## src/verilog/ixu_consts.svh

```systemverilog
`ifndef IXU_CONSTS_SVH
`define IXU_CONSTS_SVH

// Datapath widths
`define IXU_XLEN   32
`define IXU_PREG_W 6
`define IXU_ROB_W  5
`define IXU_PC_W   30

// ALU opcodes
`define IXU_OP_ADD   7'd0
`define IXU_OP_SUB   7'd1
`define IXU_OP_AND   7'd2
`define IXU_OP_OR    7'd3
`define IXU_OP_XOR   7'd4
`define IXU_OP_SLL   7'd5
`define IXU_OP_SRL   7'd6
`define IXU_OP_SRA   7'd7
`define IXU_OP_SLT   7'd8
`define IXU_OP_SLTU  7'd9
`define IXU_OP_PASSB 7'd10

// Branch conditions in the low opcode bits of a conditional branch
`define IXU_BR_EQ  3'd0
`define IXU_BR_NE  3'd1
`define IXU_BR_LT  3'd4
`define IXU_BR_GE  3'd5
`define IXU_BR_LTU 3'd6
`define IXU_BR_GEU 3'd7

`endif

```

## src/verilog/ixu_pkg.sv

```systemverilog
`include "ixu_consts.svh"

package ixu_pkg;

  typedef enum logic [2:0] {
    KIND_ALU    = 3'd0,
    KIND_LUI    = 3'd1,
    KIND_AUIPC  = 3'd2,
    KIND_BRANCH = 3'd3,
    KIND_JAL    = 3'd4,
    KIND_JALR   = 3'd5
  } ins_kind_e;

  // Branch information delivered with the instruction
  // btb_kind is 0 for conditional, 1 for jal and 2 for jalr
  typedef struct packed {
    logic                 btb_vld;
    logic [`IXU_PC_W-1:0] btb_target;
    logic [1:0]           btb_kind;
    logic [1:0]           bm_counter;
  } bpred_t;

  typedef struct packed {
    logic                   valid;
    logic [`IXU_ROB_W-1:0]  rob;
    logic [`IXU_PREG_W-1:0] rs1;
    logic [`IXU_PREG_W-1:0] rs2;
    logic [`IXU_PREG_W-1:0] dest;
    ins_kind_e              kind;
    logic [6:0]             opcode;
    logic                   use_imm;
    logic [`IXU_XLEN-1:0]   imm;
    logic [`IXU_PC_W-1:0]   pc;
    bpred_t                 pred;
  } issue_t;

  typedef struct packed {
    logic                   valid;
    logic [`IXU_PREG_W-1:0] dest;
    logic [`IXU_XLEN-1:0]   data;
  } result_t;

  typedef struct packed {
    logic                  valid;
    logic [`IXU_ROB_W-1:0] rob;
    logic [`IXU_PC_W-1:0]  pc;
    logic                  is_cti;
    logic                  taken;
    logic [1:0]            kind;
    logic [`IXU_PC_W-1:0]  target;
    logic                  mispredict;
    logic                  counter_update;
    logic [1:0]            bm_counter;
  } branch_report_t;

endpackage

```

## src/verilog/ixu_alu.sv

```systemverilog
`timescale 1ns/1ns
`include "ixu_consts.svh"

module ixu_alu (
  input  logic [`IXU_XLEN-1:0] a_i,
  input  logic [`IXU_XLEN-1:0] b_i,
  input  logic [6:0]           op_i,
  output logic [`IXU_XLEN-1:0] result_o,
  output logic [`IXU_XLEN-1:0] adder_o,
  output logic                 lts_o,
  output logic                 ltu_o,
  output logic                 eq_o
);

  logic                 sub;
  logic [`IXU_XLEN-1:0] b_add;
  logic                 carry;
  logic [4:0]           shamt;

  // Everything except ADD runs through the subtractor,
  // so branch opcodes always see valid compare flags
  assign sub   = (op_i != `IXU_OP_ADD);
  assign b_add = sub ? ~b_i : b_i;
  assign {carry, adder_o} = {1'b0, a_i} + {1'b0, b_add} + {{`IXU_XLEN{1'b0}}, sub};

  assign eq_o  = (adder_o == '0);
  // No carry out of a - b means a borrow
  assign ltu_o = ~carry;
  assign lts_o = (a_i[`IXU_XLEN-1] != b_i[`IXU_XLEN-1]) ? a_i[`IXU_XLEN-1]
                                                        : adder_o[`IXU_XLEN-1];

  assign shamt = b_i[4:0];

  always_comb begin
    case (op_i)
      `IXU_OP_ADD:   result_o = adder_o;
      `IXU_OP_SUB:   result_o = adder_o;
      `IXU_OP_AND:   result_o = a_i & b_i;
      `IXU_OP_OR:    result_o = a_i | b_i;
      `IXU_OP_XOR:   result_o = a_i ^ b_i;
      `IXU_OP_SLL:   result_o = a_i << shamt;
      `IXU_OP_SRL:   result_o = a_i >> shamt;
      `IXU_OP_SRA:   result_o = $signed(a_i) >>> shamt;
      `IXU_OP_SLT:   result_o = {{(`IXU_XLEN-1){1'b0}}, lts_o};
      `IXU_OP_SLTU:  result_o = {{(`IXU_XLEN-1){1'b0}}, ltu_o};
      `IXU_OP_PASSB: result_o = b_i;
      default:       result_o = '0;
    endcase
  end

endmodule

```

## src/verilog/ixu_branch_unit.sv

```systemverilog
`timescale 1ns/1ns
`include "ixu_consts.svh"

module ixu_branch_unit (
  input  ixu_pkg::ins_kind_e   kind_i,
  input  logic [2:0]           cond_i,
  input  logic                 lts_i,
  input  logic                 ltu_i,
  input  logic                 eq_i,
  input  logic [`IXU_XLEN-1:0] rs1_i,
  input  logic [`IXU_XLEN-1:0] offset_i,
  input  logic [`IXU_PC_W-1:0] pc_i,
  output logic [`IXU_XLEN-1:0] link_o,
  output logic                 taken_o,
  output logic [`IXU_PC_W-1:0] target_o
);

  logic [`IXU_XLEN-1:0] pc_byte;
  logic [`IXU_XLEN-1:0] base;
  logic [`IXU_XLEN-1:0] sum;
  logic                 cond_true;
  logic                 is_jalr;

  assign pc_byte = {pc_i, 2'b00};
  assign is_jalr = (kind_i == ixu_pkg::KIND_JALR);

  // Own adder since the ALU is busy with the compare
  assign base = is_jalr ? rs1_i : pc_byte;
  assign sum  = base + offset_i;

  // The JALR bit 0 clear falls below the word target
  assign target_o = sum[`IXU_XLEN-1:2];

  always_comb begin
    case (cond_i)
      `IXU_BR_EQ:  cond_true = eq_i;
      `IXU_BR_NE:  cond_true = ~eq_i;
      `IXU_BR_LT:  cond_true = lts_i;
      `IXU_BR_GE:  cond_true = ~lts_i;
      `IXU_BR_LTU: cond_true = ltu_i;
      `IXU_BR_GEU: cond_true = ~ltu_i;
      default:     cond_true = 1'b0;
    endcase
  end

  always_comb begin
    case (kind_i)
      ixu_pkg::KIND_JAL,
      ixu_pkg::KIND_JALR:   taken_o = 1'b1;
      ixu_pkg::KIND_BRANCH: taken_o = cond_true;
      default:              taken_o = 1'b0;
    endcase
  end

  // AUIPC shares the pc relative sum
  assign link_o = (kind_i == ixu_pkg::KIND_AUIPC) ? sum : pc_byte + 32'd4;

endmodule

```

## src/verilog/ixu_sc_pipe.sv

```systemverilog
`timescale 1ns/1ns
`include "ixu_consts.svh"

module ixu_sc_pipe (
  input  logic                     core_clock_i,
  input  logic                     rst_i,
  input  logic                     flush_i,
  input  ixu_pkg::issue_t          issue_i,
  output logic [`IXU_PREG_W-1:0]   rs1_o,
  output logic [`IXU_PREG_W-1:0]   rs2_o,
  input  logic [`IXU_XLEN-1:0]     rs1_data_i,
  input  logic [`IXU_XLEN-1:0]     rs2_data_i,
  output ixu_pkg::result_t         wakeup_o,
  output ixu_pkg::result_t         ex_result_o,
  output ixu_pkg::result_t         wb_result_o,
  output ixu_pkg::branch_report_t  report_o
);

  logic                   is_lui;

  // Execute stage
  logic                   ex_valid;
  logic [`IXU_XLEN-1:0]   ex_a;
  logic [`IXU_XLEN-1:0]   ex_b;
  logic [6:0]             ex_op;
  logic [`IXU_XLEN-1:0]   ex_imm;
  logic [`IXU_PC_W-1:0]   ex_pc;
  logic [`IXU_PREG_W-1:0] ex_dest;
  logic [`IXU_ROB_W-1:0]  ex_rob;
  ixu_pkg::ins_kind_e     ex_kind;
  ixu_pkg::bpred_t        ex_pred;
  logic [`IXU_XLEN-1:0]   alu_result;
  logic                   lts;
  logic                   ltu;
  logic                   eq;
  logic [`IXU_XLEN-1:0]   link;
  logic                   taken;
  logic [`IXU_PC_W-1:0]   target;
  logic [`IXU_XLEN-1:0]   ex_data;

  // Writeback stage
  logic                   wb_valid;
  logic [`IXU_XLEN-1:0]   wb_data;
  logic [`IXU_PREG_W-1:0] wb_dest;
  logic [`IXU_ROB_W-1:0]  wb_rob;
  logic [`IXU_PC_W-1:0]   wb_pc;
  ixu_pkg::ins_kind_e     wb_kind;
  logic                   wb_taken;
  logic [`IXU_PC_W-1:0]   wb_target;
  ixu_pkg::bpred_t        wb_pred;
  logic                   wb_cti;
  logic [1:0]             wb_br_kind;
  logic                   mispredict;

  assign rs1_o  = issue_i.rs1;
  assign rs2_o  = issue_i.rs2;
  assign is_lui = (issue_i.kind == ixu_pkg::KIND_LUI);

  // Flush wins over a new issue
  always_ff @(posedge core_clock_i) begin
    if (rst_i || flush_i) begin
      ex_valid <= 1'b0;
      wb_valid <= 1'b0;
    end else begin
      ex_valid <= issue_i.valid;
      wb_valid <= ex_valid;
    end
  end

  // LUI goes through the ALU as a pass of the immediate
  always_ff @(posedge core_clock_i) begin
    ex_a    <= is_lui ? '0 : rs1_data_i;
    ex_b    <= (issue_i.use_imm || is_lui) ? issue_i.imm : rs2_data_i;
    ex_op   <= is_lui ? `IXU_OP_PASSB : issue_i.opcode;
    ex_imm  <= issue_i.imm;
    ex_pc   <= issue_i.pc;
    ex_dest <= issue_i.dest;
    ex_rob  <= issue_i.rob;
    ex_kind <= issue_i.kind;
    ex_pred <= issue_i.pred;
  end

  ixu_alu u_alu (
    .a_i      (ex_a),
    .b_i      (ex_b),
    .op_i     (ex_op),
    .result_o (alu_result),
    .adder_o  (),
    .lts_o    (lts),
    .ltu_o    (ltu),
    .eq_o     (eq)
  );

  ixu_branch_unit u_branch_unit (
    .kind_i   (ex_kind),
    .cond_i   (ex_op[2:0]),
    .lts_i    (lts),
    .ltu_i    (ltu),
    .eq_i     (eq),
    .rs1_i    (ex_a),
    .offset_i (ex_imm),
    .pc_i     (ex_pc),
    .link_o   (link),
    .taken_o  (taken),
    .target_o (target)
  );

  assign ex_data = (ex_kind == ixu_pkg::KIND_ALU || ex_kind == ixu_pkg::KIND_LUI) ?
                   alu_result : link;

  assign ex_result_o.valid = ex_valid && (ex_dest != '0);
  assign ex_result_o.dest  = ex_dest;
  assign ex_result_o.data  = ex_data;

  // Wakeup only needs the tag
  assign wakeup_o.valid = ex_result_o.valid;
  assign wakeup_o.dest  = ex_dest;
  assign wakeup_o.data  = '0;

  always_ff @(posedge core_clock_i) begin
    wb_data   <= ex_data;
    wb_dest   <= ex_dest;
    wb_rob    <= ex_rob;
    wb_pc     <= ex_pc;
    wb_kind   <= ex_kind;
    wb_taken  <= taken;
    wb_target <= target;
    wb_pred   <= ex_pred;
  end

  assign wb_result_o.valid = wb_valid && (wb_dest != '0);
  assign wb_result_o.dest  = wb_dest;
  assign wb_result_o.data  = wb_data;

  assign wb_cti = (wb_kind == ixu_pkg::KIND_BRANCH) || (wb_kind == ixu_pkg::KIND_JAL) ||
                  (wb_kind == ixu_pkg::KIND_JALR);

  // Same encoding as btb_kind
  assign wb_br_kind = (wb_kind == ixu_pkg::KIND_JAL)  ? 2'd1 :
                      (wb_kind == ixu_pkg::KIND_JALR) ? 2'd2 : 2'd0;

  always_comb begin
    if (!wb_cti) begin
      // A hit on a non transfer is a false redirect
      mispredict = wb_pred.btb_vld;
    end else if (!wb_pred.btb_vld) begin
      mispredict = wb_taken;
    end else begin
      mispredict = (wb_pred.btb_kind != wb_br_kind) ||
                   (wb_taken && (wb_pred.btb_target != wb_target)) ||
                   ((wb_kind == ixu_pkg::KIND_BRANCH) && (wb_pred.bm_counter[1] != wb_taken));
    end
  end

  assign report_o.valid          = wb_valid;
  assign report_o.rob            = wb_rob;
  assign report_o.pc             = wb_pc;
  assign report_o.is_cti         = wb_cti;
  assign report_o.taken          = wb_taken;
  assign report_o.kind           = wb_br_kind;
  assign report_o.target         = wb_taken ? wb_target : wb_pc + 30'd1;
  assign report_o.mispredict     = wb_valid && mispredict;
  assign report_o.counter_update = wb_valid && wb_cti && wb_pred.btb_vld && !mispredict;
  assign report_o.bm_counter     = wb_pred.bm_counter;

  // Nothing issued before or during a flush may reach writeback
  a_flush_kills_wb: assert property (
    @(posedge core_clock_i) disable iff (rst_i)
    flush_i |=> !wb_valid ##1 !wb_valid
  );

  // The issue side never gives a branch a destination
  a_branch_no_dest: assert property (
    @(posedge core_clock_i) disable iff (rst_i)
    (issue_i.valid && issue_i.kind == ixu_pkg::KIND_BRANCH) |-> (issue_i.dest == '0)
  );

endmodule

```

## src/verilog/ixu_regfile.sv

```systemverilog
`timescale 1ns/1ns
`include "ixu_consts.svh"

module ixu_regfile (
  input  logic                   core_clock_i,
  input  logic                   rst_i,
  input  logic [`IXU_PREG_W-1:0] rs1_i,
  input  logic [`IXU_PREG_W-1:0] rs2_i,
  output logic [`IXU_XLEN-1:0]   rs1_data_o,
  output logic [`IXU_XLEN-1:0]   rs2_data_o,
  input  ixu_pkg::result_t       wr_i
);

  localparam int NUM_REGS = 1 << `IXU_PREG_W;

  logic [`IXU_XLEN-1:0] regs [NUM_REGS];
  logic                 wr_en;

  assign wr_en = wr_i.valid && (wr_i.dest != '0);

  always_ff @(posedge core_clock_i) begin
    if (rst_i) begin
      for (int i = 0; i < NUM_REGS; i++) begin
        regs[i] <= '0;
      end
    end else if (wr_en) begin
      regs[wr_i.dest] <= wr_i.data;
    end
  end

  // Write first, so a same cycle read sees the writeback value
  always_comb begin
    if (rs1_i == '0) begin
      rs1_data_o = '0;
    end else if (wr_en && wr_i.dest == rs1_i) begin
      rs1_data_o = wr_i.data;
    end else begin
      rs1_data_o = regs[rs1_i];
    end
  end

  always_comb begin
    if (rs2_i == '0) begin
      rs2_data_o = '0;
    end else if (wr_en && wr_i.dest == rs2_i) begin
      rs2_data_o = wr_i.data;
    end else begin
      rs2_data_o = regs[rs2_i];
    end
  end

  // The pipe filters out writes to register 0
  a_no_write_r0: assert property (
    @(posedge core_clock_i) disable iff (rst_i)
    wr_i.valid |-> (wr_i.dest != '0)
  );

endmodule

```

## src/verilog/ixu_top.sv

```systemverilog
`timescale 1ns/1ns
`include "ixu_consts.svh"

module ixu_top (
  input  logic                    core_clock_i,
  input  logic                    rst_i,
  input  logic                    flush_i,
  input  ixu_pkg::issue_t         issue_i,
  output ixu_pkg::result_t        wakeup_o,
  output ixu_pkg::result_t        ex_result_o,
  output ixu_pkg::result_t        wb_result_o,
  output ixu_pkg::branch_report_t report_o
);

  logic [`IXU_PREG_W-1:0] rs1;
  logic [`IXU_PREG_W-1:0] rs2;
  logic [`IXU_XLEN-1:0]   rs1_data;
  logic [`IXU_XLEN-1:0]   rs2_data;

  ixu_regfile u_regfile (
    .core_clock_i (core_clock_i),
    .rst_i        (rst_i),
    .rs1_i        (rs1),
    .rs2_i        (rs2),
    .rs1_data_o   (rs1_data),
    .rs2_data_o   (rs2_data),
    .wr_i         (wb_result_o)
  );

  ixu_sc_pipe u_sc_pipe (
    .core_clock_i (core_clock_i),
    .rst_i        (rst_i),
    .flush_i      (flush_i),
    .issue_i      (issue_i),
    .rs1_o        (rs1),
    .rs2_o        (rs2),
    .rs1_data_i   (rs1_data),
    .rs2_data_i   (rs2_data),
    .wakeup_o     (wakeup_o),
    .ex_result_o  (ex_result_o),
    .wb_result_o  (wb_result_o),
    .report_o     (report_o)
  );

endmodule

```

## config.mk

```make
export PLATFORM = sky130hd
export DESIGN_NAME = ixu_top
export DESIGN_NICKNAME = d
export VERILOG_FILES = /design/src/verilog/ixu_pkg.sv /design/src/verilog/ixu_alu.sv /design/src/verilog/ixu_branch_unit.sv /design/src/verilog/ixu_sc_pipe.sv /design/src/verilog/ixu_regfile.sv /design/src/verilog/ixu_top.sv
export VERILOG_INCLUDE_DIRS = /design/src /design/src/verilog
export SDC_FILE = /design/constraint.sdc
export NUM_CORES = 2
export LEC_CHECK = 0
export BUFFER_PORTS_ARGS = -buffer_cell sky130_fd_sc_hd__clkbuf_2
export CAP_MARGIN = 20
export CORE_ASPECT_RATIO = 1.75
export CORE_MARGIN = 2
export CORE_UTILIZATION = 50
export DETAILED_ROUTE_END_ITERATION = 6
export GPL_TIMING_DRIVEN = 0
export PLACE_DENSITY = 0.62
export SYNTH_ARGS = -nofsm -noshare
export SYNTH_HDL_FRONTEND = slang
export SYNTH_SLANG_ARGS = --single-unit
```

## constraint.sdc

```tcl
create_clock -name core_clock_i -period 5.8 [get_ports core_clock_i]
set_clock_uncertainty 0.2 [all_clocks]
set_input_delay 1.16 -clock core_clock_i [delete_from_list [all_inputs] [get_ports core_clock_i]]
set_output_delay 1.16 -clock core_clock_i [all_outputs]
set_load 0.02 [all_outputs]
```

==> results of run 1 <==
[cell usage after synthesis, drive strengths merged (16+ instances only)]
cell / n / area (µm²)
edfxtp: 2048 / 61500
and2: 2025 / 12700
mux4: 1158 / 26100
clkbuf: 728 / 2730
dfxtp: 326 / 6530
nand2: 297 / 1110
mux2i: 273 / 2730
nor2: 272 / 1020
a21oi: 259 / 1300
buf: 227 / 1180
o21ai: 224 / 1120
ha: 131 / 1640
xnor2: 129 / 1130
inv: 89 / 334
o22ai: 82 / 519
or2: 72 / 450
a211oi: 61 / 458
o211ai: 58 / 440
mux2: 57 / 642
xor2: 55 / 482
nand2b: 51 / 319
a221oi: 48 / 420
nand3: 44 / 220
nor3: 40 / 205
a21o: 33 / 249
a221o: 30 / 300
nand4: 29 / 181
o221ai: 29 / 254
a22oi: 23 / 173
nor2b: 19 / 119
a31oi: 18 / 113
and3: 18 / 113
or3: 17 / 111
o21bai: 16 / 131
[kinds of logic after synthesis]
| group | share of synthesized area, % |
|---|---|
| AND/OR/NAND/NOR | 13.2 |
| flip-flops | 53.0 |
| multiplexers | 23.0 |
| buffers and inverters | 3.31 |
| AO/OA/AOI/OAI | 4.96 |
| XOR/XNOR | 1.26 |
| adder cells (fa/ha/maj) | 1.31 |
| other | 0.00292 |
[metal layers]
metal	overflow	GRT usage, %
met1	13	67.0
met2	1375	92.1
met4	801	75.5
met3	24	50.7
met5	10	26.9
[metrics by stage]
step                      setup WS, ns  instances  TNS, ns  utilization (%)
after CTS                        -1.33      13500   -20.84             57.8
after floorplan                  0.291       9198        0                -
after detailed placement         -4.66      13000  -221.50             53.8
after global placement           -8.22      12800  -586.61             52.4
[timing repair]
item | 4_1_cts
endpoints found under the setup margin | 106
cloned | 0
gates resized for setup | 545
setup buffers | 63
pin swaps | 64
==> reports/results.txt, run 1 <==
Unique masters post-synth - 95
routability cong. - 1.23
placed cell area - 138000 µm²
Failed at - global routing (5_1_grt)
gr ovfl total - 2223
Synth Area per Inst - 14.0 µm²
outcome - did not finish
Post-synth top flop - edfxtp_1
Cell Area, Synth - 128000 µm²
first error - [ERROR GRT-0116] Global routing finished with congestion. Check the congestion regions in the DRC Viewer.
clk sink count - 2374
Post-synth ARST share - 0%
Warnings, synthesis - 0
Post-Synthesis Cells - 9135
die height - 674 µm
Die Span X - 387 µm
hold_buf cts - 0
Yosys reg bits - 2374
EDFF count, synth - 2048
post-synthesis sequential area ratio - 53.0%
Max H-tree Level - 4
Site Rows - 246
Clock Tree Buf Depth - 4
final HPWL from detailed placement - 591000 µm
starting density of the core - 50.2%
Total Routing Usage GR - 70.7%
CTS root buf - clkbuf_16
Inserted Clock Buffers - 231
first-pass GRT wire length - 1260000 µm
vias in the first global route - 118000
Port Buffers - 282
largest net degree at the start of global routing - 33
I/O pin count - 326
==> inputs of run 2 (changes only) <==
- CORE_ASPECT_RATIO: 1.75 -> default
- CORE_UTILIZATION: 50 -> 35
- PLACE_DENSITY: 0.62 -> default
- PLACE_DENSITY_LB_ADDON: default -> 0.15
==> run 2 against run 1 <==
  * The flow now finishes, with violations (DRC, setup timing)
  * Synthesized cell count unchanged
  * Area after synthesis unchanged
==> reports/results.txt, run 2 <==
outcome - finished, violations left
failing checks - DRC, setup timing
largest fanout on the critical path - 10
Pins Over Slew Limit - 0
Die Span X - 609 µm (+58%)
Max-Cap Viols - 0
worst slew pin tran - 1.36 ns
Synth top area share - 47.9% (unchanged)
initial antenna violation count - 118
Leak - 56.5 nW
gr ovfl total - 0
Max H-tree Level - 5 (+1)
most area-consuming cells after synthesis - edfxtp_1 48%, mux4_2 20%, and2_1 9.9%
Pwr Density - 313 nW/µm²
CTS tree - yes
Antenna Nets Post-Route - 0
final worst slack - -0.790 ns
post-synthesis sequential area ratio - 53.0% (unchanged)
DR vias/cell - 6.37
die height - 609 µm (-9.6%)
Final Hold Viols - 0
NetSw - 15.2 mW
count leader, synth - edfxtp_1
max reg flops - 2048
final-stage net count - 10400
largest net degree at the start of global routing - 33
starting density of the core - 35.1% (-15 points)
Port Buffers - 282 (unchanged)
fin crit share - 114%
Unique masters post-synth - 95 (unchanged)
Commonest cells post-synth - 2048 x edfxtp_1, 2021 x and2_1, 1158 x mux4_2
clock slew seen by the registers of the worst setup and hold paths - 0.06 ns
Clock Tree Buf Depth - 4 (unchanged)
Total Wirelength - 711000 µm
I/O pin count - 326 (unchanged)
Total Routing Usage GR - 37.4%
clk sink count - 2374 (unchanged)
mux cell area share after synthesis - 23.0% (unchanged)
EDFF count, synth - 2048 (unchanged)
Tightest Hold Check Type - in2reg
Critical Path RT - 4.44 ns
Post-synth ARST share - 0% (unchanged)
final setup vio count - 52
multi-input logic area - 58500 µm²
drt drc - 12
Warnings, synthesis - 0 (unchanged)
1st-iter DRT viols - 16100
layout cells sized above 1 - 29.1%
RSZ-0062 raised after global routing - yes
Register Area - 68100 µm²
XOR/XNOR share of the synthesized area - 1.26% (unchanged)
complex-gate fraction of the synthesized area - 4.96% (unchanged)
Final Util - 42.1%
final HPWL from detailed placement - 536000 µm (-9.3%)
largest register by flop count - u_regfile.regs
commonest non-fill, non-tap cells in the layout - 2048 x edfxtp_1, 2020 x and2_1, 1158 x mux4_2
Flop pwr share - 41.2%
Post-Synthesis Cells - 9135 (unchanged)
design area - 154000 µm²
Yosys reg bits - 2374 (unchanged)
Slew HR - 9.32%
biggest regs - u_regfile.regs: 2048 flops, u_sc_pipe.ex_pred: 35 flops, u_sc_pipe.wb_pred: 33 flops
Max Fclk - 152 MHz
placed cell area - 140000 µm² (+1.5%)
Net Sw Frac - 31.7%
die area - 371000 µm²
Clock power frac - 38.6%
main combinational cell family by area after synthesis - multiplexers
Tmin final - 6.59 ns
first-pass GRT wire length - 910000 µm
core footprint - 365000 µm²
Inserted Clock Buffers - 288 (+25%)
hold_buf cts - 0 (unchanged)
leading area contributor after synthesis - edfxtp_1
Site Rows - 222 (-9.8%)
Post-synth top flop - edfxtp_1
TritonRoute pass-1 iters - 7
filler cell count - 33700
CP Class - reg2out
Adder-Cell Fraction of Synth Area - 1.31% (unchanged)
vias in the first global route - 91900
CTS root buf - clkbuf_16
Pint - 32.8 mW
routability cong. - 1.05 (-14%)
Cell Area, Synth - 128000 µm² (unchanged)
Combinational Power Share - 20.3%
CP endpoint kind - output pin
most common cell after layout, fill and taps aside - edfxtp_1
vias - 97300
Worst-Skew Late Latency - 0.98 ns
Worst Setup Start Kind - flip-flop
Synth Area per Inst - 14.0 µm² (unchanged)
P&R area growth vs syn - 19.8%
Post-Synth Simple-Gate Area - 13.2% (unchanged)
Peak VDD IR - 237 µV
Critical Path AT - 5.23 ns
WL/cell - 46.6 µm
run 2: cell counts after synthesis:
No cell type changed its count.
run 2: logic make-up (layout without fill, tap and decap cells):
group / Yosys count / after routing
flops: 2374 / 2374
buf+inv: 1045 / 2207
fa+ha+maj: 133 / 133
xor+xnor: 184 / 184
mux: 1488 / 1488
other cells: 1 / 149
compound gates: 979 / 979
simple gates: 2931 / 2931
run 2: worst max-delay path, cell delays in order, from the launching register on:
cell and delay [ns]:
dfxtp_1 0.32, clkbuf_4 0.21, inv_4 0.18, buf_6 0.22, clkbuf_8 0.27, xnor2_4 0.11, ha_1 0.29, nand2_2 0.07
a311oi_4 0.34, a21oi_4 0.15, o211ai_4 0.30, a21oi_4 0.14, o31a_1 0.38, a221oi_2 0.26, xnor2_1 0.13, nand2_1 0.11
a31oi_2 0.11, a221o_2 0.44, buf_8 0.17
run 2: cell type report:
class                           instances  share of cell area [%]
Clock inverter                        152                    1.04
Clock buffer                          361                    4.99
Tap cell                             4816                    3.92
Buffer                                937                    2.84
Inverter                               90                   0.230
Timing Repair Buffer                  667                    4.49
Antenna cell                           85                   0.138
Multi-Input combinational cell       5779                    38.1
Sequential cell                      2374                    44.3
run 2: metal layers:
layer / wire length, µm / share of wire (%) / global-route usage (%)
met5: 331 / 0.047 / 0
met4: 63000 / 8.9 / 28.2
met3: 88100 / 12 / 12.5
met2: 300000 / 42 / 53.4
met1: 260000 / 37 / 46.9
run 2: final timing paths:
check,from,to,slack [ns],cells after the start
min,issue_i[43],u_sc_pipe.ex_pc[8],0.07,1
max,u_sc_pipe.ex_b[1],ex_result_o[29],-0.79,18
min reg2reg,u_sc_pipe.ex_rob[3],u_sc_pipe.wb_rob[3],0.12,0
max reg2reg,u_sc_pipe.ex_op[6],u_sc_pipe.wb_taken,0.22,25
run 2: power groups by stage:
stage	logic (mW)	registers (mW)	clock network, mW
6_report	9.75	19.8	18.5
2_1_floorplan	3.98	19.8	0
3_3_place_gp	8.00	20.1	0
5_1_grt	9.73	19.8	19.2
3_5_place_dp	8.33	20.1	0
4_1_cts	8.80	19.7	18.6
run 2: per-stage QoR:
| stage | worst slack, ns | hold slack (ns) | setup TNS [ns] | total power [mW] | instances |
|---|---|---|---|---|---|
| finish | -0.790 | 0.0733 | -12.74 | 48.1 | 15300 |
| global route | -0.880 | 0.0742 | -11.76 | 48.7 | 15200 |
| global placement | -4.51 | 0.110 | -228.47 | 28.1 | 14300 |
| CTS | -0.819 | 0.0377 | -12.58 | 47.1 | 15100 |
| detailed placement | -2.20 | 0.112 | -97.52 | 28.4 | 14500 |
| floorplan | 0.291 | 0.110 | 0 | 23.8 | 9198 |
run 2: timing repair:
action,CTS,global route
gates cloned,0,1
buffers inserted,61,91
resized for setup,443,290
pin swaps,65,101
setup endpoints to repair,79,40
Power figures use the tool's default switching activity.
